$ cat config.mk
export PLATFORM = sky130hd
export DESIGN_NAME = operand_select
export DESIGN_NICKNAME = d
export VERILOG_FILES = /design/src/hdl/ex_pkg.sv /design/src/hdl/operand_select.sv
export VERILOG_INCLUDE_DIRS = /design/src /design/src/hdl
export SDC_FILE = /design/constraint.sdc
export NUM_CORES = 1
export LEC_CHECK = 0
export BUFFER_PORTS_ARGS = -buffer_cell sky130_fd_sc_hd__buf_2
export CAP_MARGIN = 10
export CORE_AREA = 3 3 88 90
export DETAILED_ROUTE_END_ITERATION = 10
export DIE_AREA = 0 0 91 93
export REMOVE_ABC_BUFFERS = 1
export SLEW_MARGIN = 0
export SYNTH_ARGS = -nofsm -noshare
export SYNTH_HDL_FRONTEND = slang
export SYNTH_SLANG_ARGS = --single-unit
$ cat constraint.sdc
create_clock -name vclk -period 1.6
set_clock_uncertainty 0.2 [all_clocks]
set_input_delay 0.16 -clock vclk [all_inputs]
set_output_delay 0.16 -clock vclk [all_outputs]
set_load 0.005 [all_outputs]
$ cat src/hdl/ex_consts.svh
`ifndef EX_CONSTS_SVH
`define EX_CONSTS_SVH

// Datapath and index widths
`define XLEN            32
`define PREG_IDX_WIDTH  6
`define NUM_PREGS       64
`define ROB_IDX_WIDTH   5

// Completion queue depth, also the issuer's starting credits
`define CQ_DEPTH        4

// Credits the commit side grants out of reset
`define CM_CREDITS      2

// Multiplier latency in cycles
`define MULT_STAGES     4

// Values seen on an invalid select or an unqueued function
`define OPA_POISON      32'hdeadfbac
`define OPB_POISON      32'hfacefeed
`define ALU_POISON      32'hfacebeec

`endif

$ cat src/hdl/ex_pkg.sv
`default_nettype none

package ex_pkg;

	// ALU and multiplier functions
	typedef enum logic [3:0] {
		ALU_ADD    = 4'h0,
		ALU_SUB    = 4'h1,
		ALU_AND    = 4'h2,
		ALU_OR     = 4'h3,
		ALU_XOR    = 4'h4,
		ALU_SLT    = 4'h5,
		ALU_SLTU   = 4'h6,
		ALU_SLL    = 4'h7,
		ALU_SRL    = 4'h8,
		ALU_SRA    = 4'h9,
		ALU_MUL    = 4'ha,
		ALU_MULH   = 4'hb,
		ALU_MULHSU = 4'hc,
		ALU_MULHU  = 4'hd
	} alu_func_t;

	typedef enum logic [1:0] {
		OPA_IS_RS1  = 2'h0,
		OPA_IS_NPC  = 2'h1,
		OPA_IS_PC   = 2'h2,
		OPA_IS_ZERO = 2'h3
	} opa_sel_t;

	typedef enum logic [2:0] {
		OPB_IS_RS2   = 3'h0,
		OPB_IS_I_IMM = 3'h1,
		OPB_IS_S_IMM = 3'h2,
		OPB_IS_B_IMM = 3'h3,
		OPB_IS_U_IMM = 3'h4,
		OPB_IS_J_IMM = 3'h5
	} opb_sel_t;

	// Encoded as the branch funct3 field
	typedef enum logic [2:0] {
		BR_BEQ  = 3'b000,
		BR_BNE  = 3'b001,
		BR_BLT  = 3'b100,
		BR_BGE  = 3'b101,
		BR_BLTU = 3'b110,
		BR_BGEU = 3'b111
	} br_cond_t;

endpackage

`default_nettype wire

$ cat src/hdl/operand_select.sv
`timescale 1ns/1ps
`default_nettype none

`include "ex_consts.svh"

module operand_select (
	input  logic [31:0]         inst,
	input  logic [`XLEN-1:0]    pc,
	input  logic [`XLEN-1:0]    npc,
	input  logic [`XLEN-1:0]    rs1_value,
	input  logic [`XLEN-1:0]    rs2_value,
	input  ex_pkg::opa_sel_t    opa_select,
	input  ex_pkg::opb_sel_t    opb_select,
	output logic [`XLEN-1:0]    opa,
	output logic [`XLEN-1:0]    opb
);

	logic [`XLEN-1:0] i_imm;
	logic [`XLEN-1:0] s_imm;
	logic [`XLEN-1:0] b_imm;
	logic [`XLEN-1:0] u_imm;
	logic [`XLEN-1:0] j_imm;

	// Sign-extended immediates
	assign i_imm = {{20{inst[31]}}, inst[31:20]};
	assign s_imm = {{20{inst[31]}}, inst[31:25], inst[11:7]};
	assign b_imm = {{19{inst[31]}}, inst[31], inst[7], inst[30:25], inst[11:8], 1'b0};
	assign u_imm = {inst[31:12], 12'b0};
	assign j_imm = {{11{inst[31]}}, inst[31], inst[19:12], inst[20], inst[30:21], 1'b0};

	always_comb begin
		opa = `OPA_POISON;
		case (opa_select)
			ex_pkg::OPA_IS_RS1:  opa = rs1_value;
			ex_pkg::OPA_IS_NPC:  opa = npc;
			ex_pkg::OPA_IS_PC:   opa = pc;
			ex_pkg::OPA_IS_ZERO: opa = '0;
			default:             opa = `OPA_POISON;
		endcase
	end

	always_comb begin
		opb = `OPB_POISON;  // Two encodings left unused
		case (opb_select)
			ex_pkg::OPB_IS_RS2:   opb = rs2_value;
			ex_pkg::OPB_IS_I_IMM: opb = i_imm;
			ex_pkg::OPB_IS_S_IMM: opb = s_imm;
			ex_pkg::OPB_IS_B_IMM: opb = b_imm;
			ex_pkg::OPB_IS_U_IMM: opb = u_imm;
			ex_pkg::OPB_IS_J_IMM: opb = j_imm;
			default:              opb = `OPB_POISON;
		endcase
	end

endmodule

`default_nettype wire

* Word-level counts from Yosys, hierarchy flattened
Index checks and enable logic that the tools add are counted.
** Word-level totals
- Logic and storage cells :: 12
- Bits in registers :: 0
- Output and inout port bits :: 64
** Operators by class
- Equal/unequal tests :: 8
- Reductions and logical operators :: 2
- Mux-type cells :: 2
** Operators by type and width (count)
- 32-bit case mux with 6 select lines :: 1
- 32-bit case mux with 4 select lines :: 1
- 3-bit by 2-bit equality test with 1-bit output, second input constant :: 2
- 3-bit equality test, second input constant :: 2
- 2-bit equality test, second input constant :: 2
- 3-bit by 1-bit equality test with 1-bit output, second input constant :: 1
- 3-bit zero test :: 1
- 2-bit by 1-bit equality test with 1-bit output, second input constant :: 1
- 2-bit zero test :: 1

* Longest topological paths before layout
- Depth in word-level cells :: 2
- Gate-level depth with buffers :: 6
- Gate-level depth less buffers :: 3

* Worst setup path after synthesis
OpenSTA, ideal clock, no wires.
- Path kind :: input port to output port
- Start :: input opb_select[1]
- End :: output opb[16]
- Stages on the path :: 4
- Buffers on the path :: 2
- Arrival :: 874 ps
- Data required time :: 1240 ps
- Slack :: 366 ps
- Path through :: buf_6 -> or2_1 -> buf_6 -> a32o_1
** On the way
- Longest elaborated chain between the ends :: 2
- Elaborated cells between the ends (all ways) :: 7
- Classes of those cells :: eq/ne (5); mux (1); reduce/logical (1)
** Ends and longest elaborated chain
- from (decl) :: RTL line operand_select.sv:13 : input ex_pkg::opb_sel_t opb_select,
- 3-bit equality test (tied with other cells) :: RTL line operand_select.sv:44 : case (opb_select)
- 32-bit case mux with 6 select lines * :: RTL line operand_select.sv:44
- to (decl) :: RTL line operand_select.sv:15 : output logic [`XLEN-1:0] opb
Mark *: on every way between the ends. The rest lies on a longest branch, timed or not.

* Final worst setup path
- Start :: input opb_select[1]
- End :: output opb[11]
Same word-level chain as after synthesis.

==> flow_summary.yaml <==
finish:
  layout_common_cells: "220 x buf_2, 47 x o21ai_0, 45 x nand2_1"
  nFlopsAndLatches: 0
  clock_buffers: 0
  fin_nets: 612
  antenna-diode-count: 0
  finalInstanceArea_sq_um: 2610
  drive_gt1_share_pct: 55.1
  synthToLayoutAreaGrowth_pct: 89.7
  layout_commonest_cell: "buf_2"
  regArea_sq_um: 0
  nFillCells: 812
  multi_input_area_sq_um: 1230
status:
  status: "complete, no violations"
routing:
  antenna_left: 0
  first_iter_violations: 39
  num_vias: 2532
  routed_wl_microns: 7310
  drcViolationCount: 0
  first_pass_iters: 4
  via_per_inst: 4.65
  wl_per_cell_microns: 13.4
floorplanning:
  fp.dieW_microns: 91
  fp.dieArea_sq_um: 8460
  ios: 229
  rows: 31
  coreArea_sq_um: 7140
  die_y_microns: 93
  start_util_pct: 19.3
power_and_ir_drop:
  powerDensity_nw_per_um2: 272
  ir_worst_vdd_mv: 0.122
  power_mw: 0.711
  power.leakage_nw: 1.44
synth:
  synth_cell_types: 29
  synth_compound_area_share_pct: 42.1
  synth_top_family_by_area: "compound AO/OA/AOI/OAI gates"
  synth.yosys.seq_area_share_pct: 0
  synth_top_area_share_pct: 24.7
  yosys.area.top_type: "mux2i_1"
  synthAdderAreaFrac_pct: 0
  synth_xor_area_share_pct: 0
  avgSynthCellArea_sq_um: 6.02
  syn_area_sq_um: 1380
  synthCells: 229
  synth.area.top_cells: "mux2i_1 25%, o21ai_0 17%, nand2_1 12%, a21oi_1 6.9%, a22oi_1 5.4%"
  synthSimpleGateAreaFrac_pct: 22.3
  synthMuxAreaShare_pct: 24.7
  yosys_warnings: 0
worst_setup_path:
  crit_fanout: 18
  cpMostUsedCell: "buf_2"
  worst-setup-path-type: "primary input to output pin"
  cpPeakStageDelay_ps: 250
  worst_setup_path_end_kind: "output pin"
  crit_chain: "buf_2 > clkinv_1 > buf_4 > o211ai_1 > o221ai_1 > buf_2"
  critPathLaunchType: "primary input"
  crit_required_ps: 1240
  critical_path_arrival_ps: 1140
  slowest_stage: "buf_2"
sta:
  drv_slew: 0
  setup_violations: 0
  rsz0062_at_grt: "false"
  final.min_clock_period_ps: 1500
  maxSlewHeadroom_pct: 81.1
  fin_setup_tns_ps: 0
  clock.fmax_mhz: 667
  min_period_over_period_pct: 93.6
  tightest_slew_ps: 283
  hold_slack_ps: 391
  hold_violations: 0
clock_tree:
  cts_hold_buf: 0
  cts_resized: 0
  post_cts_buffers: 0
placement:
  globalplace.congestion: 0.793
  portBuffers: 222
  place_area_sq_um: 2610
  dp_hpwl_microns: 6390
hold_path:
  hp-start: "npc[2]"
  min_to: "opa[2]"
  whs_path_depth: 4
  hold_class: "primary input to output pin"
global_routing:
  grt_usage_pct: 15.3
  antenna_found_initial: 0
  grt_remaining_overflow: 0
  grt_pass1_vias: 2440
  grt_pass1_wl_microns: 11300
  grt_max_degree: 23
job:
  cap_viol_max_count: 0
stage by stage:
| step | setup slack [ps] | std cells | util [%] |
|---|---|---|---|
| 2_1_floorplan | -211 | 207 | - |
| 3_3_place_gp | 103 | 544 | 36.5 |
| 3_5_place_dp | 75.6 | 544 | 36.5 |
| 4_1_cts | 65.4 | 544 | 36.5 |
| 5_1_grt | 27.2 | 544 | 36.6 |
| 6_report | 102 | 544 | 36.6 |
critical path, delay by kind of cell:
kind                   cells  cell delay [ps]
buffers and inverters      4              710
AO/OA/AOI/OAI              2              260
layer usage:
| metal | global-route usage [%] | vias up | share of wire (%) |
|---|---|---|---|
| li1 | - | 1277 | - |
| met1 | 18.6 | 1099 | 41 |
| met2 | 28.9 | 150 | 48 |
| met3 | 2.90 | 6 | 9.9 |
| met4 | 1.51 | 0 | 1.2 |
| met5 | 0 | - | 0 |
cell usage after synthesis:
master    instances
nand2b_1          2
or2_1             1
and2_1            2
a221oi_1          2
or2_2             1
or2b_1            1
nor2b_1           5
nor2_1            3
nand2_1          45
a21oi_1          19
o221ai_1          1
inv_2             1
nand3_1           5
nor2_2            1
clkinv_1          1
buf_4             4
a22o_1            1
nor3_2            2
o21ai_1           7
buf_6             4
clkbuf_1          3
o211ai_1          1
buf_2            11
o22ai_1          12
o21ai_0          48
a22oi_1          10
a32o_1            1
mux2i_1          34
o31ai_1           1
cells by family after synthesis:
logic type / after synthesis
muxes: 34
AOI/OAI and AO/OA: 103
and+or+nand+nor: 68
buffers and inverters: 24
how the worst max path moves through the flow:
stage | from | end | slack (ps) | depth (start not counted)
3_5_place_dp | opb_select[0] | opb[29] | 80 | 5
3_3_place_gp | opb_select[2] | opb[25] | 100 | 5
5_1_grt | opb_select[0] | opb[23] | 30 | 5
6_report | opb_select[1] | opb[11] | 100 | 6
2_1_floorplan | opa_select[0] | opa[18] | -210 | 3
4_1_cts | opb_select[0] | opb[29] | 70 | 5
power by group:
part           leakage [nW]  internal, mW  switching (mW)
clock                     0             0               0
sequential                0             0               0
combinational          1.44         0.380           0.331
total                  1.44         0.380           0.331
area by class of cell:
| cell class | count | share of cell area, % |
|---|---|---|
| Inverter | 2 | 0.287 |
| Timing Repair Buffer | 238 | 47.8 |
| Tap cell | 99 | 4.74 |
| Multi-Input combinational cell | 205 | 47.2 |
(Power assumes the default switching activity.)
