File: src/hdl/ex_consts.svh
`ifndef EX_CONSTS_SVH
`define EX_CONSTS_SVH

// Datapath and index widths
`define XLEN            32
`define PREG_IDX_WIDTH  6
`define NUM_PREGS       64
`define ROB_IDX_WIDTH   5

// Completion queue depth, also the issuer's starting credits
`define CQ_DEPTH        4

// Credits the commit side grants out of reset
`define CM_CREDITS      2

// Multiplier latency in cycles
`define MULT_STAGES     4

// Values seen on an invalid select or an unqueued function
`define OPA_POISON      32'hdeadfbac
`define OPB_POISON      32'hfacefeed
`define ALU_POISON      32'hfacebeec

`endif

File: src/hdl/ex_pkg.sv
`default_nettype none

package ex_pkg;

	// ALU and multiplier functions
	typedef enum logic [3:0] {
		ALU_ADD    = 4'h0,
		ALU_SUB    = 4'h1,
		ALU_AND    = 4'h2,
		ALU_OR     = 4'h3,
		ALU_XOR    = 4'h4,
		ALU_SLT    = 4'h5,
		ALU_SLTU   = 4'h6,
		ALU_SLL    = 4'h7,
		ALU_SRL    = 4'h8,
		ALU_SRA    = 4'h9,
		ALU_MUL    = 4'ha,
		ALU_MULH   = 4'hb,
		ALU_MULHSU = 4'hc,
		ALU_MULHU  = 4'hd
	} alu_func_t;

	typedef enum logic [1:0] {
		OPA_IS_RS1  = 2'h0,
		OPA_IS_NPC  = 2'h1,
		OPA_IS_PC   = 2'h2,
		OPA_IS_ZERO = 2'h3
	} opa_sel_t;

	typedef enum logic [2:0] {
		OPB_IS_RS2   = 3'h0,
		OPB_IS_I_IMM = 3'h1,
		OPB_IS_S_IMM = 3'h2,
		OPB_IS_B_IMM = 3'h3,
		OPB_IS_U_IMM = 3'h4,
		OPB_IS_J_IMM = 3'h5
	} opb_sel_t;

	// Encoded as the branch funct3 field
	typedef enum logic [2:0] {
		BR_BEQ  = 3'b000,
		BR_BNE  = 3'b001,
		BR_BLT  = 3'b100,
		BR_BGE  = 3'b101,
		BR_BLTU = 3'b110,
		BR_BGEU = 3'b111
	} br_cond_t;

endpackage

`default_nettype wire

File: src/hdl/int_unit.sv
`timescale 1ns/1ps
`default_nettype none

`include "ex_consts.svh"

module int_unit (
	input  logic [`XLEN-1:0]  opa,
	input  logic [`XLEN-1:0]  opb,
	input  logic [`XLEN-1:0]  rs1_value,
	input  logic [`XLEN-1:0]  rs2_value,
	input  ex_pkg::alu_func_t func,
	input  ex_pkg::br_cond_t  inst_funct3,
	input  logic              cond_branch,
	input  logic              uncond_branch,
	output logic [`XLEN-1:0]  result,
	output logic              take_branch
);

	logic signed [`XLEN-1:0] signed_opa;
	logic signed [`XLEN-1:0] signed_opb;
	logic signed [`XLEN-1:0] signed_rs1;
	logic signed [`XLEN-1:0] signed_rs2;
	logic                    br_true;

	assign signed_opa = opa;
	assign signed_opb = opb;
	assign signed_rs1 = rs1_value;
	assign signed_rs2 = rs2_value;

	always_comb begin
		case (func)
			ex_pkg::ALU_ADD:  result = opa + opb;
			ex_pkg::ALU_SUB:  result = opa - opb;
			ex_pkg::ALU_AND:  result = opa & opb;
			ex_pkg::ALU_OR:   result = opa | opb;
			ex_pkg::ALU_XOR:  result = opa ^ opb;
			ex_pkg::ALU_SLT:  result = {{(`XLEN-1){1'b0}}, signed_opa < signed_opb};
			ex_pkg::ALU_SLTU: result = {{(`XLEN-1){1'b0}}, opa < opb};
			ex_pkg::ALU_SLL:  result = opa << opb[4:0];
			ex_pkg::ALU_SRL:  result = opa >> opb[4:0];
			ex_pkg::ALU_SRA:  result = signed_opa >>> opb[4:0];
			default:          result = `ALU_POISON;  // Multiplies go to pipe_mult
		endcase
	end

	//////////////////////////////////////////////////
	// Branch condition on the register values
	always_comb begin
		case (inst_funct3)
			ex_pkg::BR_BEQ:  br_true = rs1_value == rs2_value;
			ex_pkg::BR_BNE:  br_true = rs1_value != rs2_value;
			ex_pkg::BR_BLT:  br_true = signed_rs1 < signed_rs2;
			ex_pkg::BR_BGE:  br_true = signed_rs1 >= signed_rs2;
			ex_pkg::BR_BLTU: br_true = rs1_value < rs2_value;
			ex_pkg::BR_BGEU: br_true = rs1_value >= rs2_value;
			default:         br_true = 1'b0;
		endcase
	end

	assign take_branch = uncond_branch | (cond_branch & br_true);

endmodule

`default_nettype wire

File: config.mk
export PLATFORM = sky130hd
export DESIGN_NAME = int_unit
export DESIGN_NICKNAME = d
export VERILOG_FILES = /design/src/hdl/ex_pkg.sv /design/src/hdl/int_unit.sv
export VERILOG_INCLUDE_DIRS = /design/src /design/src/hdl
export SDC_FILE = /design/constraint.sdc
export NUM_CORES = 1
export LEC_CHECK = 0
export BUFFER_PORTS_ARGS = -buffer_cell sky130_fd_sc_hd__buf_2
export CAP_MARGIN = 25
export CORE_ASPECT_RATIO = 1.25
export CORE_MARGIN = 2
export CORE_UTILIZATION = 42
export DETAILED_ROUTE_END_ITERATION = 10
export PLACE_DENSITY = 0.63
export SETUP_SLACK_MARGIN = 0.02
export SYNTH_ARGS = -nofsm -noshare
export SYNTH_HDL_FRONTEND = slang
export SYNTH_SLANG_ARGS = --single-unit
export TNS_END_PERCENT = 50
File: constraint.sdc
create_clock -name vclk -period 5.22
set_input_delay 1.044 -clock vclk [all_inputs]
set_output_delay 1.044 -clock vclk [all_outputs]
set_load 0.01 [all_outputs]
**Word level (Yosys, flattened, before mapping)**

Index checks and enable logic that the tools add are counted.
Widths: inputs -> output; s select.

- Shifts and indexed selects: 3
- Reduce and logical (&&, ||, !) cells: 2
- $mul: 0
- Magnitude comparators: 6
- Equal/unequal tests: 16
- Muxes and demuxes: 2
- Div/mod/pow operators: 0
- Bitwise logic cells: 5
- Add/sub/neg operators: 2

Operator list:

| cell | count |
|---|---|
| $pmux 32 s10 | 1 |
| $lt 32x32->1 | 4 |
| $ge 32x32->1 | 2 |
| $add 32x32->32 | 1 |
| $and 32x32->32 | 1 |
| $eq 32x32->1 | 1 |
| $ne 32x32->1 | 1 |
| $or 32x32->32 | 1 |
| $shl 32x5->32 | 1 |
| $shr 32x5->32 | 1 |
| $sshr 32x5->32 | 1 |
| $sub 32x32->32 | 1 |
| $xor 32x32->32 | 1 |
| $eq 4x3->1 const B | 4 |
| $eq 3x3->1 const B | 4 |
| $eq 4x2->1 const B | 2 |
| $eq 4x4->1 const B | 2 |
| $pmux 1 s6 | 1 |
| $eq 4x1->1 const B | 1 |
| $logic_not 4->1 | 1 |
| $eq 3x1->1 const B | 1 |
| $logic_not 3->1 | 1 |
| $and 1x1->1 | 1 |
| $or 1x1->1 | 1 |

- Bits in writable memories: 0
- Memory bits (read-only): 0
- Output and inout port bits: 33
- Input port bits: 137
- Logic and storage cells: 36
- Latch bits: 0
- Register bits after elaboration: 0
- Memories: 0

**Depth between registers and ports, before layout**

- Depth in word-level cells: 4
- Mapped depth: 15
- Mapped depth without buffers: 13

**Worst setup path after synthesis**

OpenSTA, ideal clock, no wires.

- Path kind: input to output
- From: input opb[1]
- To: output result[23]
- Data arrival time: 4553 ps
- Slack: -377 ps
- Cell stages on the path: 15
- Required time: 4176 ps
- Cell sequence: clkbuf_1 inv_1 buf_2 buf_1 clkbuf_1 ha_1 nor2_1 o221ai_1 a2111oi_1 a2111o_1 a2111o_1 a21oi_1 a211oi_1 xor2_1 o221ai_1

- Word-level cells in the longest chain between the ends: 2
- Elaborated cells on any way between the ends: 6

RTL lines:

| what | line | source |
|---|---|---|
| from (decl) | int_unit.sv:8 | `` input logic [`XLEN-1:0] opb, `` |
| $sub 32x32->32, or another cell as far along | int_unit.sv:33 | `ex_pkg::ALU_SUB: result = opa - opb;` |
| $pmux 32 s10 (*) | int_unit.sv:31 | `case (func)` |
| to (decl) | int_unit.sv:15 | `` output logic [`XLEN-1:0] result, `` |

Mark *: on every way between the ends. The rest lies on a longest branch, timed or not.

**Worst setup path after layout**

- From: input opa[2]
- To: output result[25]

- Word-level cells in the longest chain between the ends: 2
- Elaborated cells on any way between the ends: 6

RTL lines:

| what | line | source |
|---|---|---|
| from (decl) | int_unit.sv:7 | `` input logic [`XLEN-1:0] opa, `` |
| $sub 32x32->32, or another cell as far along | int_unit.sv:33 |  |
| $pmux 32 s10 (*) | int_unit.sv:31 |  |

Marks and branches as above.

==> metrics.yaml <==
status:
  status: "finished, final reports clean"
routing:
  routed-wl-met2_microns: 20100
  drc: 0
  routedLengthMet1_microns: 16500
  wl_microns: 44600
  vias: 11900
  antenna_left: 0
  wl_met3_microns: 3310
  dr.max_layer_used: "met4"
  via_per_inst: 6.44
  post_drt_wl_per_cell_microns: 24.2
  dr.first_iter.drc_count: 1194
  drtPass1Iterations: 6
global_routing:
  track_usage_pct: 35.8
  grt_pass1_vias: 11400
  antenna_found_initial: 1
  globalRoute.totalOverflow: 0
  grt_max_degree: 69
  grt_pass1_wl_microns: 66500
sta:
  hold_viol_final: 0
  hold_ws_ps: 2370
  relSlewSlack_pct: 29.4
  worst_slew_pin_slew_ps: 1050
  fin_crit_sh_pct: 97.6
  finalSetupViolations: 0
  min_period_ps: 5100
  report.final.slew_viol_count: 0
  max_freq_ghz: 0.196
  rsz0062_at_grt: "true"
worst_setup_path:
  cp-end-kind: "output pin"
  crit_path_start_kind: "input pin"
  required_ps: 4180
  crit_type: "in -> out"
  path_max_fanout: 8
  cp.arrival_ps: 4050
  critical_path.startpoint: "opa[2]"
finish:
  final_core_utilization_pct: 50.3
  fillers: 2351
  area_growth_pct: 18.0
  seq_area_sq_um: 0
  final-instance-count-excl-fill: 1848
  design.seq.count: 0
  layout-drive-gt1-share_pct: 23.0
  clkbuf_count: 0
  finalNetCount: 1834
yosys:
  seq_area_frac_synth_pct: 0
  netlist_instances: 1397
  synth_top_cell_by_area: "ha_1"
  synth_top_area_share_pct: 17.1
  syn_avg_cell_area_sq_um: 6.76
  synth.distinct_cells: 77
  synth.area.top_cells: "ha_1 (17%), mux4_2 (8.6%), nor2_1 (6.8%), mux2i_1 (6.4%), a21oi_1 (6.3%)"
  syn-num-nets: 1665
  netlist_area_sq_um: 9440
  yosys_warnings: 0
worst_hold_path:
  min_from: "uncond_branch"
  min-delay-path-class: "in -> out"
placed_design:
  dp.cells: 1847
  io_buffers: 170
  hpwl_microns: 36400
  place.gp.congestion: 1.05
floorplan:
  start_util_pct: 42.6
  die_w_microns: 138
  die_area_sq_um: 23700
  num_io_pins: 170
  die_h_microns: 172
  rows: 61
  core-area_sq_um: 22100
run:
  cap_violations: 0
clocking:
  postCtsHoldBufs: 0
  postCtsSetupBuffers: 0
cell type report:
type / count / area, sq um / area share [%]
multi-input cells: 1167 / 8670 / 77.8
diodes: 1 / 2.50 / 0.0225
well taps: 283 / 354 / 3.18
inverters: 127 / 477 / 4.28
repair buffers: 270 / 1640 / 14.7
synth_stat cells, types with 4 or more instances:
master	count
a211o_1	6
a211oi_1	37
a21o_1	19
a21oi_1	119
a221o_1	10
a221oi_1	10
a222oi_1	4
a22oi_1	13
a31oi_1	9
and2_1	4
and3_1	9
buf_1	11
buf_2	12
clkbuf_1	79
ha_1	129
inv_1	125
mux2_2	20
mux2i_1	60
mux4_2	36
nand2_1	90
nand2b_1	24
nand3_1	29
nand3b_1	4
nand4_1	13
nor2_1	170
nor2b_1	12
nor3_1	37
nor4_1	15
o2111ai_1	7
o211ai_1	32
o21a_1	8
o21ai_0	108
o21bai_1	18
o221ai_1	10
o22ai_1	6
o311ai_0	5
o31ai_1	5
o32a_1	4
or2_2	7
or3_1	11
xnor2_1	10
xor2_1	7
cells by family (layout without fill, tap and decap cells):
group	after synthesis	count (layout)	share of synthesized area, %
compound gates	465	465	32.6
simple gates	438	438	21.6
buf+inv	230	397	9.35
fa+ha+maj	131	131	17.5
mux	116	116	17.3
xor+xnor	17	17	1.58
other cells	0	1	0
cell usage in the layout, fill, tap and decap left out, drive strengths merged, types with 7 or more instances in the layout:
cell and n:
nand4 13, a21oi 119, ha 129, nor2b 13, buf 269, mux2 20
mux4 36, a221oi 10, or2 7, and3 9, xor2 7, a221o 10
nor3 37, a31oi 9, nand3 29, o21a 8, nor2 170, or3 11
o2111ai 7, mux2i 60, o21bai 18, nor4 15, o211ai 32, o221ai 10
o21ai 109, a22oi 13, a21o 19, inv 126, a211oi 37, nand2b 24
xnor2 10, nand2 90
critical path, stage by stage:
cell       delay (ps)
buf_2             180
inv_1              80
ha_1              370
inv_1             100
o221ai_2          260
a2111oi_4         140
a2111o_1          470
a2111o_1          510
nand3b_1          130
nand4b_1          120
a2111o_1          460
nand3_2            60
buf_2             120
final timing paths:
kind           to  cells past startpoint
max    result[25]                     13
min   take_branch                      3
repair_timing:
action                     CTS  global route
setup endpoints to repair    1            16
pin swaps                    0             7
resized for setup            1            23
per-layer routing:
metal / up-vias / global-route usage [%]
met5: - / 0
met4: 0 / 30.0
met3: 158 / 3.06
met2: 688 / 60.8
met1: 5569 / 41.1
li1: 5492 / -
through the flow:
stage / area [sq um] / worst slack (ps) / TNS [ps]
global route: 11100 / -5.36 / -5.36
global placement: 11000 / 24.3 / 0
floorplan: 9490 / 28.1 / 0
CTS: 11000 / 37.5 / 0
finish: 11100 / 124 / 0
detailed placement: 11000 / 26.0 / 0
