`src/hdl/ex_consts.svh`:
```
`ifndef EX_CONSTS_SVH
`define EX_CONSTS_SVH

// Datapath and index widths
`define XLEN            32
`define PREG_IDX_WIDTH  6
`define NUM_PREGS       64
`define ROB_IDX_WIDTH   5

// Completion queue depth, also the issuer's starting credits
`define CQ_DEPTH        4

// Credits the commit side grants out of reset
`define CM_CREDITS      2

// Multiplier latency in cycles
`define MULT_STAGES     4

// Values seen on an invalid select or an unqueued function
`define OPA_POISON      32'hdeadfbac
`define OPB_POISON      32'hfacefeed
`define ALU_POISON      32'hfacebeec

`endif

```
`src/hdl/ex_pkg.sv`:
```
`default_nettype none

package ex_pkg;

	// ALU and multiplier functions
	typedef enum logic [3:0] {
		ALU_ADD    = 4'h0,
		ALU_SUB    = 4'h1,
		ALU_AND    = 4'h2,
		ALU_OR     = 4'h3,
		ALU_XOR    = 4'h4,
		ALU_SLT    = 4'h5,
		ALU_SLTU   = 4'h6,
		ALU_SLL    = 4'h7,
		ALU_SRL    = 4'h8,
		ALU_SRA    = 4'h9,
		ALU_MUL    = 4'ha,
		ALU_MULH   = 4'hb,
		ALU_MULHSU = 4'hc,
		ALU_MULHU  = 4'hd
	} alu_func_t;

	typedef enum logic [1:0] {
		OPA_IS_RS1  = 2'h0,
		OPA_IS_NPC  = 2'h1,
		OPA_IS_PC   = 2'h2,
		OPA_IS_ZERO = 2'h3
	} opa_sel_t;

	typedef enum logic [2:0] {
		OPB_IS_RS2   = 3'h0,
		OPB_IS_I_IMM = 3'h1,
		OPB_IS_S_IMM = 3'h2,
		OPB_IS_B_IMM = 3'h3,
		OPB_IS_U_IMM = 3'h4,
		OPB_IS_J_IMM = 3'h5
	} opb_sel_t;

	// Encoded as the branch funct3 field
	typedef enum logic [2:0] {
		BR_BEQ  = 3'b000,
		BR_BNE  = 3'b001,
		BR_BLT  = 3'b100,
		BR_BGE  = 3'b101,
		BR_BLTU = 3'b110,
		BR_BGEU = 3'b111
	} br_cond_t;

endpackage

`default_nettype wire

```
`src/hdl/pipe_mult.sv`:
```
`timescale 1ns/1ps
`default_nettype none

`include "ex_consts.svh"

module pipe_mult (
	input  logic                       clock,
	input  logic                       reset,
	input  logic                       start,
	input  ex_pkg::alu_func_t          func,
	input  logic [`XLEN-1:0]           mcand,
	input  logic [`XLEN-1:0]           mplier,
	input  logic [`ROB_IDX_WIDTH-1:0]  rob_idx_in,
	input  logic [`PREG_IDX_WIDTH-1:0] pdest_in,
	output logic                       done,
	output logic [`XLEN-1:0]           product,
	output logic [`ROB_IDX_WIDTH-1:0]  rob_idx_out,
	output logic [`PREG_IDX_WIDTH-1:0] pdest_out
);

	localparam int N = `MULT_STAGES;

	logic                       mcand_signed;
	logic                       mplier_signed;
	logic [2*`XLEN-1:0]         mcand_ext;
	logic [2*`XLEN-1:0]         mplier_ext;
	logic [2*`XLEN-1:0]         product_full;
	logic [N-1:0]               stage_valid;
	logic [N-1:0]               stage_high;
	logic [2*`XLEN-1:0]         stage_prod  [N];
	logic [`ROB_IDX_WIDTH-1:0]  stage_rob   [N];
	logic [`PREG_IDX_WIDTH-1:0] stage_pdest [N];

	// MULHSU treats only the multiplicand as signed
	assign mcand_signed  = func inside {ex_pkg::ALU_MUL, ex_pkg::ALU_MULH, ex_pkg::ALU_MULHSU};
	assign mplier_signed = func inside {ex_pkg::ALU_MUL, ex_pkg::ALU_MULH};

	assign mcand_ext  = {{`XLEN{mcand_signed & mcand[`XLEN-1]}}, mcand};
	assign mplier_ext = {{`XLEN{mplier_signed & mplier[`XLEN-1]}}, mplier};
	assign product_full = mcand_ext * mplier_ext;  // Low 64 bits are exact

	always_ff @(posedge clock) begin
		if (reset)
			stage_valid <= '0;
		else
			stage_valid <= {stage_valid[N-2:0], start};
	end

	// Product, half select and tags shift alongside the valid bits
	always_ff @(posedge clock) begin
		stage_prod[0]  <= product_full;
		stage_high[0]  <= (func != ex_pkg::ALU_MUL);
		stage_rob[0]   <= rob_idx_in;
		stage_pdest[0] <= pdest_in;
		for (int i = 1; i < N; i++) begin
			stage_prod[i]  <= stage_prod[i-1];
			stage_high[i]  <= stage_high[i-1];
			stage_rob[i]   <= stage_rob[i-1];
			stage_pdest[i] <= stage_pdest[i-1];
		end
	end

	assign done        = stage_valid[N-1];
	assign rob_idx_out = stage_rob[N-1];
	assign pdest_out   = stage_pdest[N-1];
	assign product     = stage_high[N-1] ? stage_prod[N-1][2*`XLEN-1:`XLEN]
	                                     : stage_prod[N-1][`XLEN-1:0];

	a_done_known: assert property (@(posedge clock) disable iff (reset)
		!$isunknown(done))
		else $error("pipe_mult done is unknown");

endmodule

`default_nettype wire
```
`config.mk`:
```
export PLATFORM = sky130hd
export DESIGN_NAME = pipe_mult
export DESIGN_NICKNAME = d
export VERILOG_FILES = /design/src/hdl/ex_pkg.sv /design/src/hdl/pipe_mult.sv
export VERILOG_INCLUDE_DIRS = /design/src /design/src/hdl
export SDC_FILE = /design/constraint.sdc
export NUM_CORES = 2
export LEC_CHECK = 0
export ABC_AREA = 1
export ABC_CLOCK_PERIOD_IN_PS = 8100
export BUFFER_PORTS_ARGS = -buffer_cell sky130_fd_sc_hd__buf_2
export CAP_MARGIN = 20
export CORE_AREA = 2 2 294 296
export DETAILED_ROUTE_END_ITERATION = 8
export DIE_AREA = 0 0 296 298
export MAX_ROUTING_LAYER = met4
export PLACE_DENSITY = 0.74
export SYNTH_ARGS = -nofsm -noshare
export SYNTH_HDL_FRONTEND = slang
export SYNTH_SLANG_ARGS = --single-unit
export TNS_END_PERCENT = 30
```
`constraint.sdc`:
```
create_clock -name clock -period 8.1 [get_ports clock]
set_input_delay 0.81 -clock clock [delete_from_list [all_inputs] [get_ports clock]]
set_output_delay 0.81 -clock clock [all_outputs]
set_load 0.02 [all_outputs]
```
Word-level counts from Yosys, hierarchy flattened --
Memories as Yosys holds them, arrays and structs flattened. Index checks and enable logic that the tools add are counted.
Storage, ports and cells: memory bits (writable) 300, input port bits 82, register bits after elaboration 8, memories 3, output and inout bits 44
Cells by class: multiplexer cells 1, reductions and logical operators 2, bitwise logic cells 2, multiply operators 1, equal/unequal tests 4
Memories:
- stage_prod | depth 4, bits a word 64, read ports 4, clocked after memory_dff 0, wr ports 4, RTL line pipe_mult.sv:30 | logic [2*`XLEN-1:0] stage_prod [N];
- stage_pdest | depth 4, bits a word 6, read ports 4, clocked after memory_dff 0, wr ports 4, RTL line pipe_mult.sv:32 | logic [`PREG_IDX_WIDTH-1:0] stage_pdest [N];
- stage_rob | depth 4, bits a word 5, read ports 4, clocked after memory_dff 0, wr ports 4, RTL line pipe_mult.sv:31 | logic [`ROB_IDX_WIDTH-1:0] stage_rob [N];
Operators by type and width (count):
- multiplier 33 x 33 -> 64 bit | 1
- two-way mux 32 bit | 1
- == test 4 bit, second input constant | 3
- inequality test 4 bit, second input constant | 1
- nonzero test 3 bit | 1
- AND 1 bit | 2
- nonzero test 2 bit | 1

Logic depth before layout (Yosys ltp) --
word-level depth 4, gate-level depth with buffers 35, depth with buffers taken out 35

Worst setup path before layout --
Ideal clock, no wire load.
path type input -> register, start input func[1], end memory stage_prod[0][59] in the netlist's numbering, cell stages on the path 28, slack 220 ps, arrival time 7768 ps, cell sequence nor2_1 -> nand2_2 -> nand2_2 -> nand2_1 -> inv_1 -> buf_2 -> nand2_1 -> fa_1 -> fa_1 -> inv_1 -> fa_1 -> fa_1 -> inv_1 -> fa_1 -> fa_1 -> fa_1 -> fa_1 -> inv_1 -> ha_1 -> a21oi_1 -> nor2_1 -> nor2_1 -> a21boi_0 -> nand2_1 -> a21oi_1 -> nand2_1 -> nand2_1 -> nand2_1
RTL lines:
- start, declared | RTL line pipe_mult.sv:10 | input ex_pkg::alu_func_t func,
- end, declared | RTL line pipe_mult.sv:30

==> flow_metrics.py <==
metrics = {
    "floorplan": {
        "rows": 107,
        "dieArea_um2": 88200,
        "die-width_um": 296,
        "core_um2": 84900,
        "start_util_pct": 54.6,
        "die_h_um": 298,
        "ioPinCount": 126,
    },
    "global_routing": {
        "grt_max_degree": 34,
        "grt.overflow.total": 0,
        "antenna_found_initial": 3,
        "grt_pass1_wl_mm": 205,
        "grt_usage_pct": 31.0,
        "grt_pass1_vias": 38100,
    },
    "clock_tree": {
        "clkSinkCount": 308,
        "hold_buffers": 0,
        "cts_tree": "yes",
        "clkLatencyLatePin_ns": 0.58,
        "clock_path_buffers": 3,
        "cts_setup_buffers": 0,
        "cts.repair.resized": 0,
        "cts_root_buf": "clkbuf_16",
        "clkSlewWorstSetupHoldPaths_ns": 0.08,
        "h-tree-depth": 1,
        "cts_inserted_buffers": 29,
    },
    "route": {
        "via_per_inst": 5.13,
        "drtPass1Iterations": 6,
        "ant_nets": 0,
        "vias": 34100,
        "detail_route.wl_per_cell_um": 18.9,
        "wl_mm": 125,
        "detail_route.iter0.violations": 2245,
        "drc": 0,
    },
    "timing": {
        "maxSlewHeadroom_pct": 47.9,
        "worst_slew_pin_slew_ns": 0.782,
        "grt_setup_unrepaired": "false",
        "fin_crit_ns": 7.48,
        "finClkSkew_ns": 0.0170,
        "setup_viol": 0,
        "slew_violations": 0,
        "finalHoldViolCount": 0,
        "tns_ns": 0,
        "fmax_mhz": 134,
        "whs_ns": 0.318,
        "period_share_pct": 92.4,
    },
    "logic_synthesis": {
        "avgSynthCellArea_um2": 8.65,
        "ys_async_sr_fraction_pct": 0,
        "ys_warn_count": 0,
        "ys.flop_type": "dfxtp_1",
        "synth_edf_count": 0,
        "synth_seq_cells": 308,
        "synth.distinct_cells": 34,
        "ys_seq_area_share_pct": 13.3,
        "synthCells": 5356,
        "syn_nets": 6775,
        "netlist_area_um2": 46300,
    },
    "hold_path": {
        "min_to": "stage_prod[1][10]$_DFF_P_",
        "min_from": "stage_prod[0][10]$_DFF_P_",
        "holdPathStages": 0,
        "holdCritPathClass": "reg2reg",
    },
    "worst_setup_path": {
        "worst_path_most_repeated_cell": "fa_1",
        "regToRegEndpoint": "stage_prod[1][43]$_DFF_P_",
        "rrSetupSlack_ns": 7.48,
        "worstSetupPathDepth": 32,
        "crit_type": "in2reg",
        "cp.buffers_inverters": 9,
        "crit_required_ns": 8.57,
        "crit_family": "adder cells",
        "end_kind": "register",
        "arrival_ns": 7.95,
        "r2r_cells": 0,
        "cpPeakStageDelay_ns": 0.67,
        "worst_path_max_delay_cell": "fa_1",
        "crit_fanout": 15,
        "r2r_start": "stage_prod[0][43]$_DFF_P_",
        "worstSetupStartpointType": "input port",
    },
    "place": {
        "dpl.hpwl_mm": 108,
        "portBuffers": 125,
        "gp_congestion": 0.990,
        "placed_cells": 6586,
    },
    "finish": {
        "stdcell_count": 6643,
        "area_delta_synth_final_pct": 8.72,
        "nFillCells": 7399,
        "final_net_count": 6892,
        "drive_gt1_share_pct": 8.52,
    },
    "job": {
        "drv_cap": 0,
    },
    "status": {
        "status": "complete, no violations",
    },
}
[layout by cell type, fill, tap and decap left out, types with 4 or more instances in the layout]
master	synthesis	layout
nand2_2	8	8
clkinv_2	0	5
nand4_1	11	11
inv_2	10	10
buf_4	0	186
o21ai_0	45	45
nor2_1	155	155
a21o_1	8	8
inv_1	1605	1605
nand3b_1	6	6
nor3_1	14	14
diode_2	0	4
nand3_2	6	6
nor2_2	16	16
nor3_2	4	4
nand3_1	64	64
buf_2	2	125
ha_1	212	212
bufinv_16	0	5
xor2_1	37	37
dfxtp_1	308	308
buf_12	0	22
a21oi_1	96	96
o21ai_1	7	7
clkbuf_8	0	5
clkbuf_16	0	29
fa_1	1125	1125
nand2_1	1300	1300
xnor2_1	14	14
or2_2	5	5
mux2_2	32	32
o21bai_1	11	11
[metrics by stage]
step / area, um^2 / setup slack (ns) / utilization (%)
detailed placement: 49300 / -0.0628 / 58.1
floorplan: 46300 / 0.220 / -
CTS: 50400 / 0.564 / 59.3
global placement: 49300 / -0.0659 / 58.1
global route: 50400 / 0.200 / 59.4
finish: 50400 / 0.619 / 59.4
[synthesized netlist by cell type (all sizes together) (14+ instances only)]
library cell     n  area (um^2)
nand2         1308         4930
ha             212         2650
xnor2           14          123
a21oi           96          480
o21ai           54          278
dfxtp          308         6170
nor2           172          693
xor2            37          324
fa            1125        22500
clkbuf         241          905
mux2            32          360
nand3           70          380
inv           1615         6060
nor3            18          110
[cells by family after synthesis]
family	Yosys count	synth area share (%)
flip-flops	308	13.3
AO/OA/AOI/OAI	173	2.01
multiplexers	32	0.778
adder cells (fa/ha/maj)	1337	54.3
buffers and inverters	1863	15.1
AND/OR/NAND/NOR	1592	13.5
XOR/XNOR	51	0.964
[registers in the layout (all words and copies together) (netlist names)]
| name | count |
|---|---|
| stage_high | 4 |
| stage_pdest | 24 |
| stage_valid | 4 |
| stage_rob | 20 |
| stage_prod | 256 |
[how the worst max path moves through the flow]
stage / startpoint / end / slack (ns)
finish: func[1] / stage_prod[0][57]$_DFF_P_ / 0.62
global route: func[3] / stage_prod[0][57]$_DFF_P_ / 0.20
CTS: func[1] / stage_prod[0][57]$_DFF_P_ / 0.56
detailed placement: func[1] / stage_prod[0][57]$_DFF_P_ / -0.06
global placement: func[1] / stage_prod[0][57]$_DFF_P_ / -0.07
floorplan: func[1] / stage_prod[0][59]$_DFF_P_ / 0.22
[area by class of cell]
cell class,instances,area [um^2],share of cell area (%)
Sequential cell,308,6170,12.2
Clock inverter,17,263,0.522
Timing Repair Buffer,333,2460,4.89
Antenna cell,4,10.0,0.0199
Multi-Input combinational cell,3185,33200,65.9
Tap cell,1144,1430,2.84
Inverter,1616,6070,12.0
Clock buffer,36,802,1.59
[layer usage]
metal  part of all wire (%)  wire length (um)  vias to the layer above  global-route usage, %
met5                      0                 0                        -                      -
met4                    5.0              6250                        0                   12.1
met3                    9.2             11600                      408                   5.32
met2                     47             59300                     1638                   50.4
met1                     38             48200                    17000                   38.8
li1                       -                 -                    15000                      -
Power is not shown: default switching activity piles up to over one toggle a cycle in this logic, so the estimate is an artifact.
