File: src/hdl/ex_consts.svh
`ifndef EX_CONSTS_SVH
`define EX_CONSTS_SVH

// Datapath and index widths
`define XLEN            32
`define PREG_IDX_WIDTH  6
`define NUM_PREGS       64
`define ROB_IDX_WIDTH   5

// Completion queue depth, also the issuer's starting credits
`define CQ_DEPTH        4

// Credits the commit side grants out of reset
`define CM_CREDITS      2

// Multiplier latency in cycles
`define MULT_STAGES     4

// Values seen on an invalid select or an unqueued function
`define OPA_POISON      32'hdeadfbac
`define OPB_POISON      32'hfacefeed
`define ALU_POISON      32'hfacebeec

`endif

File: src/hdl/completion_queue.sv
`timescale 1ns/1ps
`default_nettype none

`include "ex_consts.svh"

module completion_queue (
	input  logic                       clock,
	input  logic                       reset,
	input  logic                       mult_wr,
	input  logic [`ROB_IDX_WIDTH-1:0]  mult_rob,
	input  logic [`PREG_IDX_WIDTH-1:0] mult_pdest,
	input  logic [`XLEN-1:0]           mult_result,
	input  logic                       alu_wr,
	input  logic [`ROB_IDX_WIDTH-1:0]  alu_rob,
	input  logic [`PREG_IDX_WIDTH-1:0] alu_pdest,
	input  logic [`XLEN-1:0]           alu_result,
	input  logic                       alu_take_branch,
	input  logic                       cm_credit,
	output logic                       cm_valid,
	output logic [`ROB_IDX_WIDTH-1:0]  cm_rob_idx,
	output logic [`PREG_IDX_WIDTH-1:0] cm_pdest_idx,
	output logic [`XLEN-1:0]           cm_result,
	output logic                       cm_take_branch,
	output logic                       is_credit
);

	// Pointers wrap naturally on a power-of-two depth
	localparam int PTR_W = $clog2(`CQ_DEPTH);
	localparam int CNT_W = $clog2(`CQ_DEPTH + 1);
	localparam int CRD_W = $clog2(`CM_CREDITS + 1);

	logic [`ROB_IDX_WIDTH-1:0]  rob_q    [`CQ_DEPTH];
	logic [`PREG_IDX_WIDTH-1:0] pdest_q  [`CQ_DEPTH];
	logic [`XLEN-1:0]           result_q [`CQ_DEPTH];
	logic                       br_q     [`CQ_DEPTH];

	logic [PTR_W-1:0] head;
	logic [PTR_W-1:0] tail;
	logic [PTR_W-1:0] alu_slot;
	logic [CNT_W-1:0] count;
	logic [CRD_W-1:0] cm_cnt;
	logic             pop;

	//////////////////////////////////////////////////
	// Enqueue with the multiplier entry first
	assign alu_slot = mult_wr ? tail + PTR_W'(1) : tail;

	always_ff @(posedge clock) begin
		if (mult_wr) begin
			rob_q[tail]    <= mult_rob;
			pdest_q[tail]  <= mult_pdest;
			result_q[tail] <= mult_result;
			br_q[tail]     <= 1'b0;  // Multiplies never branch
		end
		if (alu_wr) begin
			rob_q[alu_slot]    <= alu_rob;
			pdest_q[alu_slot]  <= alu_pdest;
			result_q[alu_slot] <= alu_result;
			br_q[alu_slot]     <= alu_take_branch;
		end
	end

	//////////////////////////////////////////////////
	// Dequeue onto the completion bus
	assign cm_valid       = (count != '0) && (cm_cnt != '0);
	assign pop            = cm_valid;
	assign is_credit      = pop;  // Slot handed back to the issuer
	assign cm_rob_idx     = rob_q[head];
	assign cm_pdest_idx   = pdest_q[head];
	assign cm_result      = result_q[head];
	assign cm_take_branch = br_q[head];

	always_ff @(posedge clock) begin
		if (reset) begin
			head   <= '0;
			tail   <= '0;
			count  <= '0;
			cm_cnt <= CRD_W'(`CM_CREDITS);
		end else begin
			head   <= head + PTR_W'(pop);
			tail   <= tail + PTR_W'(mult_wr) + PTR_W'(alu_wr);
			count  <= count + CNT_W'(mult_wr) + CNT_W'(alu_wr) - CNT_W'(pop);
			cm_cnt <= cm_cnt + CRD_W'(cm_credit) - CRD_W'(pop);
		end
	end

	// Issue credits must keep the writes within the free slots
	a_no_overflow: assert property (@(posedge clock) disable iff (reset)
		(CNT_W'(mult_wr) + CNT_W'(alu_wr)) <= (CNT_W'(`CQ_DEPTH) - count))
		else $error("completion queue overflow");

	// Commit side returns no more than it was granted
	a_credit_bound: assert property (@(posedge clock) disable iff (reset)
		cm_cnt <= CRD_W'(`CM_CREDITS))
		else $error("commit credit count above grant");

endmodule

`default_nettype wire

File: config.mk
export PLATFORM = sky130hd
export DESIGN_NAME = completion_queue
export DESIGN_NICKNAME = d
export VERILOG_FILES = /design/src/hdl/completion_queue.sv
export VERILOG_INCLUDE_DIRS = /design/src /design/src/hdl
export SDC_FILE = /design/constraint.sdc
export NUM_CORES = 1
export LEC_CHECK = 0
export BUFFER_PORTS_ARGS = -buffer_cell sky130_fd_sc_hd__buf_4
export CAP_MARGIN = 20
export CORE_UTILIZATION = 45
export CTS_CLUSTER_SIZE = 25
export DETAILED_ROUTE_END_ITERATION = 7
export PLACE_DENSITY = 0.77
export SYNTH_ARGS = -nofsm -noshare
export SYNTH_HDL_FRONTEND = slang
export SYNTH_SLANG_ARGS = --single-unit
File: constraint.sdc
create_clock -name clock -period 7.65 [get_ports clock]
set_clock_uncertainty 0.2 [all_clocks]
set_input_delay 2.295 -clock clock [delete_from_list [all_inputs] [get_ports clock]]
set_output_delay 2.295 -clock clock [all_outputs]
set_load 0.02 [all_outputs]
== Word-level counts from Yosys, hierarchy flattened ==
Memory sizes are Yosys's and may differ from the RTL's. A register that Yosys moved wholly into a read port is not among the register bits.
Cells that the tools add are included.
Word-level totals
  output and inout port bits: 46
  RAM bits: 176
  input port bits: 92
  word-level logic and storage cells: 29
  register bits after elaboration: 9
  memories: 4
Operators by class
  reduce and logical (&&, ||, !) cells: 3
  muxes and demuxes: 9
  add/sub/neg operators: 9
Memory list
  result_q: words 4, width 32, read ports 1, clocked after Yosys merged registers in 1, wr ports 2, RTL line completion_queue.sv:34  | logic [`XLEN-1:0] result_q [`CQ_DEPTH];
  pdest_q: words 4, width 6, read ports 1, clocked after Yosys merged registers in 1, wr ports 2, RTL line completion_queue.sv:33  | logic [`PREG_IDX_WIDTH-1:0] pdest_q [`CQ_DEPTH];
  rob_q: words 4, width 5, read ports 1, clocked after Yosys merged registers in 1, wr ports 2, RTL line completion_queue.sv:32  | logic [`ROB_IDX_WIDTH-1:0] rob_q [`CQ_DEPTH];
  br_q: words 4, width 1, read ports 1, clocked after Yosys merged registers in 1, wr ports 2, RTL line completion_queue.sv:35  | logic br_q [`CQ_DEPTH];
Operator list (number)
  2-bit two-way mux: 5
  2-bit by 1-bit adder with 2-bit output: 4
  3-bit by 1-bit adder with 3-bit output: 2
  1-bit two-way mux: 4
  3-bit nonzero test: 1
  3-bit by 1-bit subtractor with 3-bit output: 1
  2-bit by 1-bit adder with 2-bit output, second input constant: 1
  2-bit nonzero test: 1
  2-bit by 1-bit subtractor with 2-bit output: 1
  1-bit logical AND: 1

== Longest topological paths before layout ==
Gate-level depths: netlist (run 1).
  depth in word-level cells: 4
  depth in mapped cells: 8
  mapped depth without buffers: 8

== Worst setup path before layout (run 1) ==
Ideal clock, no wire load.
  path type: input-to-reg
  start: input mult_wr
  end: memory br_q[0], enable pin
  setup time: 400 ps
  buffers on the path: 2
  stages: 5
  arrival time: 4239 ps
  slack: 2811 ps
  required time: 7050 ps
  cell sequence: buf_4 -> or4b_4 -> o21ai_4 -> buf_8 -> a21o_1
RTL lines
  start, declared: RTL line completion_queue.sv:9  | input logic mult_wr,
  end, declared: RTL line completion_queue.sv:35

==> results_dict.tcl, run 1 <==
set metrics [dict create \
    cts_setup_buffers 0 \
    maxCapViolCount 0 \
    total_power_mw 3.31 \
    vdd_drop_max_mv 0.190 \
    ys_async_sr_fraction_pct 0 \
    startpoint "head[0]$_SDFF_PP0_" \
    cts_sinks 185 \
    setup_viol 0 \
    hp-class "flop to flop" \
    synthFlopType "edfxtp_1" \
    ctsHoldBuffers 0 \
    final.setup.tns_ns 0 \
    netlist_area_um2 9150 \
    ys_ff_latch 185 \
    arrival_ns 2.25 \
    synthDistinctLibCells 27 \
    cts_root_buffer "clkbuf_16" \
    cts_tree "yes" \
    finalCriticalPeriod_ns 4.74 \
    dr_total_vias 4917 \
    portBuffers 137 \
    finalWirelength_mm 19.4 \
    maxSlewViolCount 0 \
    ys_top_cells_by_area "edfxtp_1, mux2_2, mux4_2" \
    ys_seq_area_share_pct 59.7 \
    htreeDepth 4 \
    ios 138 \
    dieArea_um2 20900 \
    avgSynthCellArea_um2 18.8 \
    grt_pass1_wl_mm 29.2 \
    grt_pass1_vias 5343 \
    hp-start "count[2]$_SDFF_PP0_" \
    crit_type "flop to output pin" \
    initial_core_util_pct 46.4 \
    power.leakage_nw 3.91 \
    min_period_over_period_pct 62.0 \
    grt_usage_pct 19.3 \
    synth_top_cell_area_share_pct 57.7 \
    cts_buffer_depth 2 \
    viasPerCell 5.46 \
    worstReg2RegEnd "result_q[3][12]$_DFFE_PP_" \
    rsz0062_at_grt "no" \
    hold_path_end "count[2]$_SDFF_PP0_" \
    routedWlPerCell_um 21.5 \
    yosys_warnings 0 \
    synth.net_count 591 \
    critPathLaunchType "flop" \
    syn_inst 488 \
    core_um2 19700 \
    clkLatencyLatePin_ns 0.42 \
    drc_errors 0 \
    synth_edf_count 176 \
    insertedDiodeCount 0 \
    cts_buffers 17 \
    synth_top_area_cell "edfxtp_1" \
    min_path_cells 2 \
    gr-total-overflow 0 \
    row_count 51 \
    drt-initial-drc-count 417 \
    power-per-cell-area_nw_per_um2 302 \
    path_clk_slew_ns 0.06 \
    area_growth_pct 19.7 \
    fp.dieW_um 145 \
    gp_congestion 0.738 \
    tightest_slew_ns 0.939 \
    grt_max_degree 46 \
    hold_viol_final 0 \
    dr.pass1.iters 5 \
    ant_nets 0 \
    ff2ff_path_depth 7 \
    layout-drive-gt1-share_pct 58.6 \
    critPathMaxFanout 45 \
    status "finished clean" \
    cts_resized 0 \
    die_h_um 145 \
    hpwl_mm 12.0 \
    nets 726 \
    crit_path_end_kind "output pin" \
    fmax_mhz 211 \
    r2r_start "tail[0]$_SDFF_PP0_" \
    antenna_found_initial 0 \
    r2r_setup_slack_ns 4.09 \
    cp_data_required_time_ns 5.16 \
    relSlewSlack_pct 37.4 \
]
## stage by stage
step	instance area [um^2]	worst slack, ns	hold slack (ns)	util, %	instances
4_1_cts	11000	2.83	0.327	55.6	901
3_3_place_gp	10400	2.65	0.304	52.6	868
2_1_floorplan	9150	2.81	0.284	-	488
6_report	11000	2.91	0.320	55.6	901
3_5_place_dp	10400	2.58	0.312	52.7	869
5_1_grt	11000	2.75	0.388	55.6	901
## worst max path at each step
stage	endpoint	slack (ns)	depth (start not counted)
2_1_floorplan	br_q[0]$_SDFFCE_PN0P_	2.81	5
3_3_place_gp	pdest_q[2][2]$_DFFE_PP_	2.65	5
3_5_place_dp	result_q[3][10]$_DFFE_PP_	2.58	6
4_1_cts	cm_pdest_idx[5]	2.83	2
5_1_grt	cm_result[26]	2.75	2
6_report	cm_pdest_idx[5]	2.91	2
## synthesized netlist by cell type (4+ instances only)
cell,number
buf_2,13
buf_6,4
buf_8,4
clkbuf_1,6
dfxtp_1,9
edfxtp_1,176
ha_1,8
inv_1,10
mux2_1,24
mux2_2,128
mux2_4,20
mux4_2,44
nand2_1,5
nand2b_1,4
nor2_1,5
nor2b_1,4
xnor2_1,4
## cells in the final DEF (no fill, tap or decap), drive strengths merged, types with 3 or more instances in the layout
cell type  netlist  layout
inv             10      10
clkbuf           6      30
mux4            44      44
and2             3       3
buf             24     146
fa               3       3
ha               8       8
a21o             3       3
edfxtp         176     176
mux2           172     172
xnor2            4       4
dfxtp            9       9
nand2            5       5
nor2b            4       4
nand2b           4       4
nor2             5       5
## power by group
| part | switching (mW) | internal (mW) | total, mW |
|---|---|---|---|
| clock network | 0.344 | 0.481 | 0.825 |
| registers | 0.0981 | 1.30 | 1.40 |
| logic | 0.541 | 0.546 | 1.09 |
## registers in the layout (all words and copies together) (netlist names)
register / count
head: 2
pdest_q: 24
result_q: 128
br_q: 4
tail: 2
cm_cnt: 2
rob_q: 20
count: 3
## final cells by class
type	count	area [um^2]
sequential	185	5470
clock buffer	30	547
fill	1516	8760
tap	265	332
multi-input combinational	263	3450
inverter	10	37.5
clock inverter	2	10.0
timing repair buffer	146	1110
## worst max-delay path, cell delays in order, from the launching register on
cell and delay (ns):
dfxtp_4 0.96, mux4_2 0.66, buf_4 0.19
## metal layers
metal	up-vias	part of all wire [%]	GRT usage (%)
met3	9	7.6	5.00
met2	152	51	32.1
met4	0	0.56	6.54
li1	2225	-	-
met1	2531	41	24.3
met5	-	0	0
## kinds of logic (layout without fill, tap and decap cells)
kind of cell	Yosys count	count (layout)	share of synthesized area [%]
multiplexers	216	216	32.8
flip-flops	185	185	59.7
AO/OA/AOI/OAI	8	8	1.08
adder cells (fa/ha/maj)	11	11	1.75
buffers and inverters	40	188	2.76
XOR/XNOR	6	6	0.574
AND/OR/NAND/NOR	22	22	1.31
Note: power is estimated with default switching activity, not from simulation.
==> inputs of run 2 (changes only) <==
==> constraint.sdc (replaced) <==
create_clock -name clock -period 4.6 [get_ports clock]
set_clock_uncertainty 0.2 [all_clocks]
set_input_delay 1.38 -clock clock [delete_from_list [all_inputs] [get_ports clock]]
set_output_delay 1.38 -clock clock [all_outputs]
set_load 0.02 [all_outputs]
==> results_dict.tcl, run 2 (synthesis results as in run 1) <==
set metrics [dict create \
    path_clk_slew_ns 0.07 \
    dr_total_vias 4976 \
    crit_path_end_kind "output pin" \
    viasPerCell 5.50 \
    grt_pass1_vias 5338 \
    gr-usage-met1_pct 25.5 \
    final.setup.tns_ns 0 \
    fmax_mhz 263 \
    drc_errors 0 \
    dieArea_um2 20900 \
    hp-class "flop to flop" \
    cts_resized 0 \
    fill_cells 1534 \
    insertedDiodeCount 0 \
    area_growth_pct 20.9 \
    drt-initial-drc-count 175 \
    tightest_slew_ns 0.945 \
    vdd_drop_max_mv 0.344 \
    portBuffers 137 \
    cts_root_buffer "clkbuf_16" \
    cts_sinks 185 \
    crit_type "flop to output pin" \
    hp-start "count[2]$_SDFF_PP0_" \
    ctsHoldBuffers 0 \
    critPathMostFrequentCell "buf_4" \
    finalWirelength_mm 19.7 \
    design_area_um2 11100 \
    cts_buffers 17 \
    cp_slowest_cell "dfxtp_2" \
    grt_pass1_wl_mm 29.8 \
    layout_commonest_cell "edfxtp_1" \
    cts_setup_buffers 0 \
    htreeDepth 4 \
    initial_core_util_pct 46.4 \
    hold_path_end "count[2]$_SDFF_PP0_" \
    ff2ff_path_depth 6 \
    min_path_cells 2 \
    busiest_layer "met2" \
    rsz0062_at_grt "no" \
    finalCriticalPeriod_ns 3.80 \
    r2r_start "tail[0]$_SDFF_PP0_" \
    largest_reg_flops 128 \
    worstReg2RegEnd "rob_q[1][4]$_DFFE_PP_" \
    r2r_setup_slack_ns 1.46 \
    cp_data_required_time_ns 3.02 \
    status "finished clean" \
    min_period_over_period_pct 82.7 \
    cts_buffer_depth 2 \
    grt_use_met2_pct 33.3 \
    gr-total-overflow 0 \
    die_h_um 145 \
    ios 138 \
    routedWlPerCell_um 21.7 \
    layout-drive-gt1-share_pct 59.7 \
    grt_use_met3_pct 4.97 \
    power.leakage_nw 3.96 \
    hold_viol_final 0 \
    utilization_pct 56.1 \
    grt_usage_pct 19.9 \
    setup_viol 0 \
    row_count 51 \
    critPathMaxFanout 28 \
    antenna_found_initial 0 \
    arrival_ns 2.22 \
    final_cell_mix "edfxtp_1, buf_4, mux2_2, mux4_2, mux2_1" \
    hpwl_mm 12.3 \
    gp_congestion 0.789 \
    ant_nets 0 \
    regMostFlops "result_q" \
    dr.pass1.iters 4 \
    nets 731 \
    crit_chain "buf_4, mux4_2, buf_4" \
    power-per-cell-area_nw_per_um2 509 \
    maxSlewViolCount 0 \
    relSlewSlack_pct 37.0 \
    placed_area_um2 10500 \
    maxCapViolCount 0 \
    core_um2 19700 \
    critPathLaunchType "flop" \
    max_stage_delay_ns 0.92 \
    grt_max_degree 45 \
    cts_tree "yes" \
    fp.dieW_um 145 \
    top_regs "result_q x128, pdest_q x24, rob_q x20" \
    clkLatencyLatePin_ns 0.42 \
]
run 2: layout make-up:
cell class | instances | area (um^2) | area share (%)
flip-flops and latches | 185 | 5470 | 49.4
multi-input cells | 263 | 3450 | 31.2
repair buffers | 151 | 1200 | 10.8
clock buffers | 18 | 429 | 3.88
well taps | 265 | 332 | 3.00
clock inverters | 13 | 154 | 1.39
inverters | 10 | 37.5 | 0.339
run 2: metal layers:
| metal | up-vias | wire (um) |
|---|---|---|
| met5 | - | 0 |
| met4 | 0 | 289 |
| li1 | 2243 | - |
| met1 | 2586 | 8410 |
| met3 | 25 | 1010 |
| met2 | 122 | 9940 |
run 2: how the worst max path moves through the flow:
stage | start | end | slack [ns] | depth (start not counted)
global placement | mult_wr | rob_q[1][4]$_DFFE_PP_ | 0.94 | 5
global route | head[0]$_SDFF_PP0_ | cm_pdest_idx[5] | 0.68 | 3
floorplan | mult_wr | br_q[0]$_SDFFCE_PN0P_ | 0.68 | 5
finish | head[1]$_SDFF_PP0_ | cm_result[3] | 0.80 | 3
CTS | head[0]$_SDFF_PP0_ | cm_pdest_idx[5] | 0.74 | 3
detailed placement | mult_wr | result_q[1][5]$_DFFE_PP_ | 0.90 | 5
run 2: metrics by stage:
stage	cells	hold WS (ns)	power, mW	setup slack, ns
after floorplan	488	0.284	3.53	0.676
after global placement	874	0.304	4.19	0.942
after detailed placement	874	0.327	4.25	0.901
after CTS	905	0.346	5.69	0.740
after global routing	905	0.369	5.88	0.676
final	905	0.348	5.63	0.796
run 2: worst max-delay path, delay by kind of cell (launching register included):
kind | cells | cell delay [ns]
buffers and inverters | 2 | 0.54
DFF | 1 | 0.92
muxes | 1 | 0.34
run 2: power breakdown:
part           switching [mW]  internal [mW]
registers               0.157           2.16
logic                   0.926          0.941
clock network           0.604          0.848
total                    1.69           3.95
==> inputs of run 3 (changes only) <==
==> constraint.sdc (replaced) <==
create_clock -name clock -period 3.7 [get_ports clock]
set_clock_uncertainty 0.2 [all_clocks]
set_input_delay 1.11 -clock clock [delete_from_list [all_inputs] [get_ports clock]]
set_output_delay 1.11 -clock clock [all_outputs]
set_load 0.02 [all_outputs]
==> results_dict.tcl, run 3 (synthesis results as in run 1) <==
set metrics [dict create \
    fill_cells 1489 \
    cp_data_required_time_ns 2.39 \
    crit_buf_inv 2 \
    cts_tree "yes" \
    grt_pass1_vias 5505 \
    max_stage_delay_ns 0.62 \
    area_growth_pct 20.7 \
    layout-drive-gt1-share_pct 59.4 \
    nets 737 \
    min_period_over_period_pct 89.7 \
    p_seq_share_pct 40.5 \
    relSlewSlack_pct 52.8 \
    fp.dieW_um 145 \
    final_cell_mix "edfxtp_1, buf_4, mux2_2, mux4_2, mux2_1" \
    comb_power_share_pct 35.5 \
    status "finished clean" \
    tightest_slew_ns 0.705 \
    dr_total_vias 4949 \
    maxCapViolCount 0 \
    path_clk_slew_ns 0.06 \
    initial_core_util_pct 46.4 \
    multi_input_comb_area_um2 3450 \
    ctsHoldBuffers 0 \
    hpwl_mm 12.7 \
    pre_cts_slack_ns 0.362 \
    gr-total-overflow 0 \
    cts_setup_buffers 0 \
    p_sw_share_pct 30.3 \
    grt_max_degree 38 \
    finalCriticalPeriod_ns 3.32 \
    setup_ws_ns 0.380 \
    fin_worst_hold_slack_ns 0.360 \
    critPathMostFrequentCell "buf_4" \
    regMostFlops "result_q" \
    p_sw_mw 2.08 \
    hold_viol_final 0 \
    final.setup.tns_ns 0 \
    critPathMaxFanout 24 \
    cts_root_buffer "clkbuf_16" \
    crit_type "flop to output pin" \
    drc_errors 0 \
    dr.pass1.iters 5 \
    p_int_mw 4.77 \
    htreeDepth 4 \
    vdd_drop_max_mv 0.440 \
    utilization_pct 56.0 \
    core_um2 19700 \
    die_h_um 145 \
    top_regs "result_q x128, pdest_q x24, rob_q x20" \
    routedWlPerCell_um 21.4 \
    crit_chain "buf_4, mux4_2, buf_4" \
    antenna_found_initial 0 \
    drt-initial-drc-count 219 \
    arrival_ns 2.01 \
    ios 138 \
    crit_path_end_kind "output pin" \
    maxSlewViolCount 0 \
    setup_viol 0 \
    cts_sinks 185 \
    fmax_mhz 301 \
    finalWirelength_mm 19.5 \
    insertedDiodeCount 0 \
    grt_usage_pct 20.0 \
    gp_congestion 0.779 \
    cts_buffer_depth 2 \
    power-per-cell-area_nw_per_um2 619 \
    largest_reg_flops 128 \
    cp_slowest_cell "mux4_2" \
    hp-class "flop to flop" \
    clkLatencyLatePin_ns 0.42 \
    cts_buffers 17 \
    cts_resized 0 \
    ant_nets 0 \
    row_count 51 \
    rsz0062_at_grt "no" \
    viasPerCell 5.43 \
    critPathLaunchType "flop" \
    p_clk_share_pct 24.1 \
    grt_pass1_wl_mm 30.2 \
    portBuffers 137 \
    power.leakage_nw 3.96 \
    total_power_mw 6.84 \
    seq_area_um2 5470 \
    crit_family "buffers and inverters" \
    dieArea_um2 20900 \
    layout_commonest_cell "edfxtp_1" \
]
[run 3: cell count changes in the layout (fill, tap and decap cells not counted), sizes merged]
cell	change
inv	-1
clkinvlp	+1
buf	+6
clkbuf	+2
bufinv	-2
[run 3: metrics by stage]
step                instance area (um^2)  instances
finish                             11000        911
detailed placement                 10500        880
global placement                   10500        880
floorplan                           9150        488
CTS                                11000        911
global route                       11000        911
[run 3: worst register-to-register path: stages (launching register included)]
cell and delay, ns:
dfxtp_1 0.51, inv_1 0.16, ha_1 0.33, nand2b_1 0.20, o21ai_4 0.58, buf_4 0.38
mux2_2 0.39
[run 3: routing by layer]
metal	vias to the layer above	part of all wire [%]	global-route usage, %
met5	-	0	0
met4	0	1.4	6.20
met3	27	5.8	5.43
met2	140	51	34.2
met1	2527	42	24.7
li1	2255	-	-
[run 3: path summary, 6_finish.rpt]
path                            start  depth (start not counted)                        end  slack [ns]
hold reg to reg   count[2]$_SDFF_PP0_                          2        count[2]$_SDFF_PP0_        0.36
setup reg to reg   tail[0]$_SDFF_PP0_                          6  result_q[0][29]$_DFFE_PP_        0.71
hold / removal    count[2]$_SDFF_PP0_                          2        count[2]$_SDFF_PP0_        0.36
setup / recovery   head[0]$_SDFF_PP0_                          3              cm_rob_idx[4]        0.38
[run 3: cell type report]
| cell class | instances | share of cell area [%] |
|---|---|---|
| multi-input combinational | 263 | 31.2 |
| clock inverter | 11 | 0.747 |
| timing repair buffer | 157 | 11.2 |
| tap | 265 | 3.00 |
| sequential | 185 | 49.5 |
| clock buffer | 20 | 3.95 |
| inverter | 10 | 0.340 |
[run 3: power by group through the flow]
stage / combinational, mW / sequential, mW / clock (mW)
after floorplan: 1.61 / 2.78 / 0
after global placement: 2.42 / 2.79 / 0
after detailed placement: 2.46 / 2.82 / 0
after CTS: 2.47 / 2.77 / 1.67
after global routing: 2.60 / 2.79 / 1.76
final: 2.43 / 2.77 / 1.65
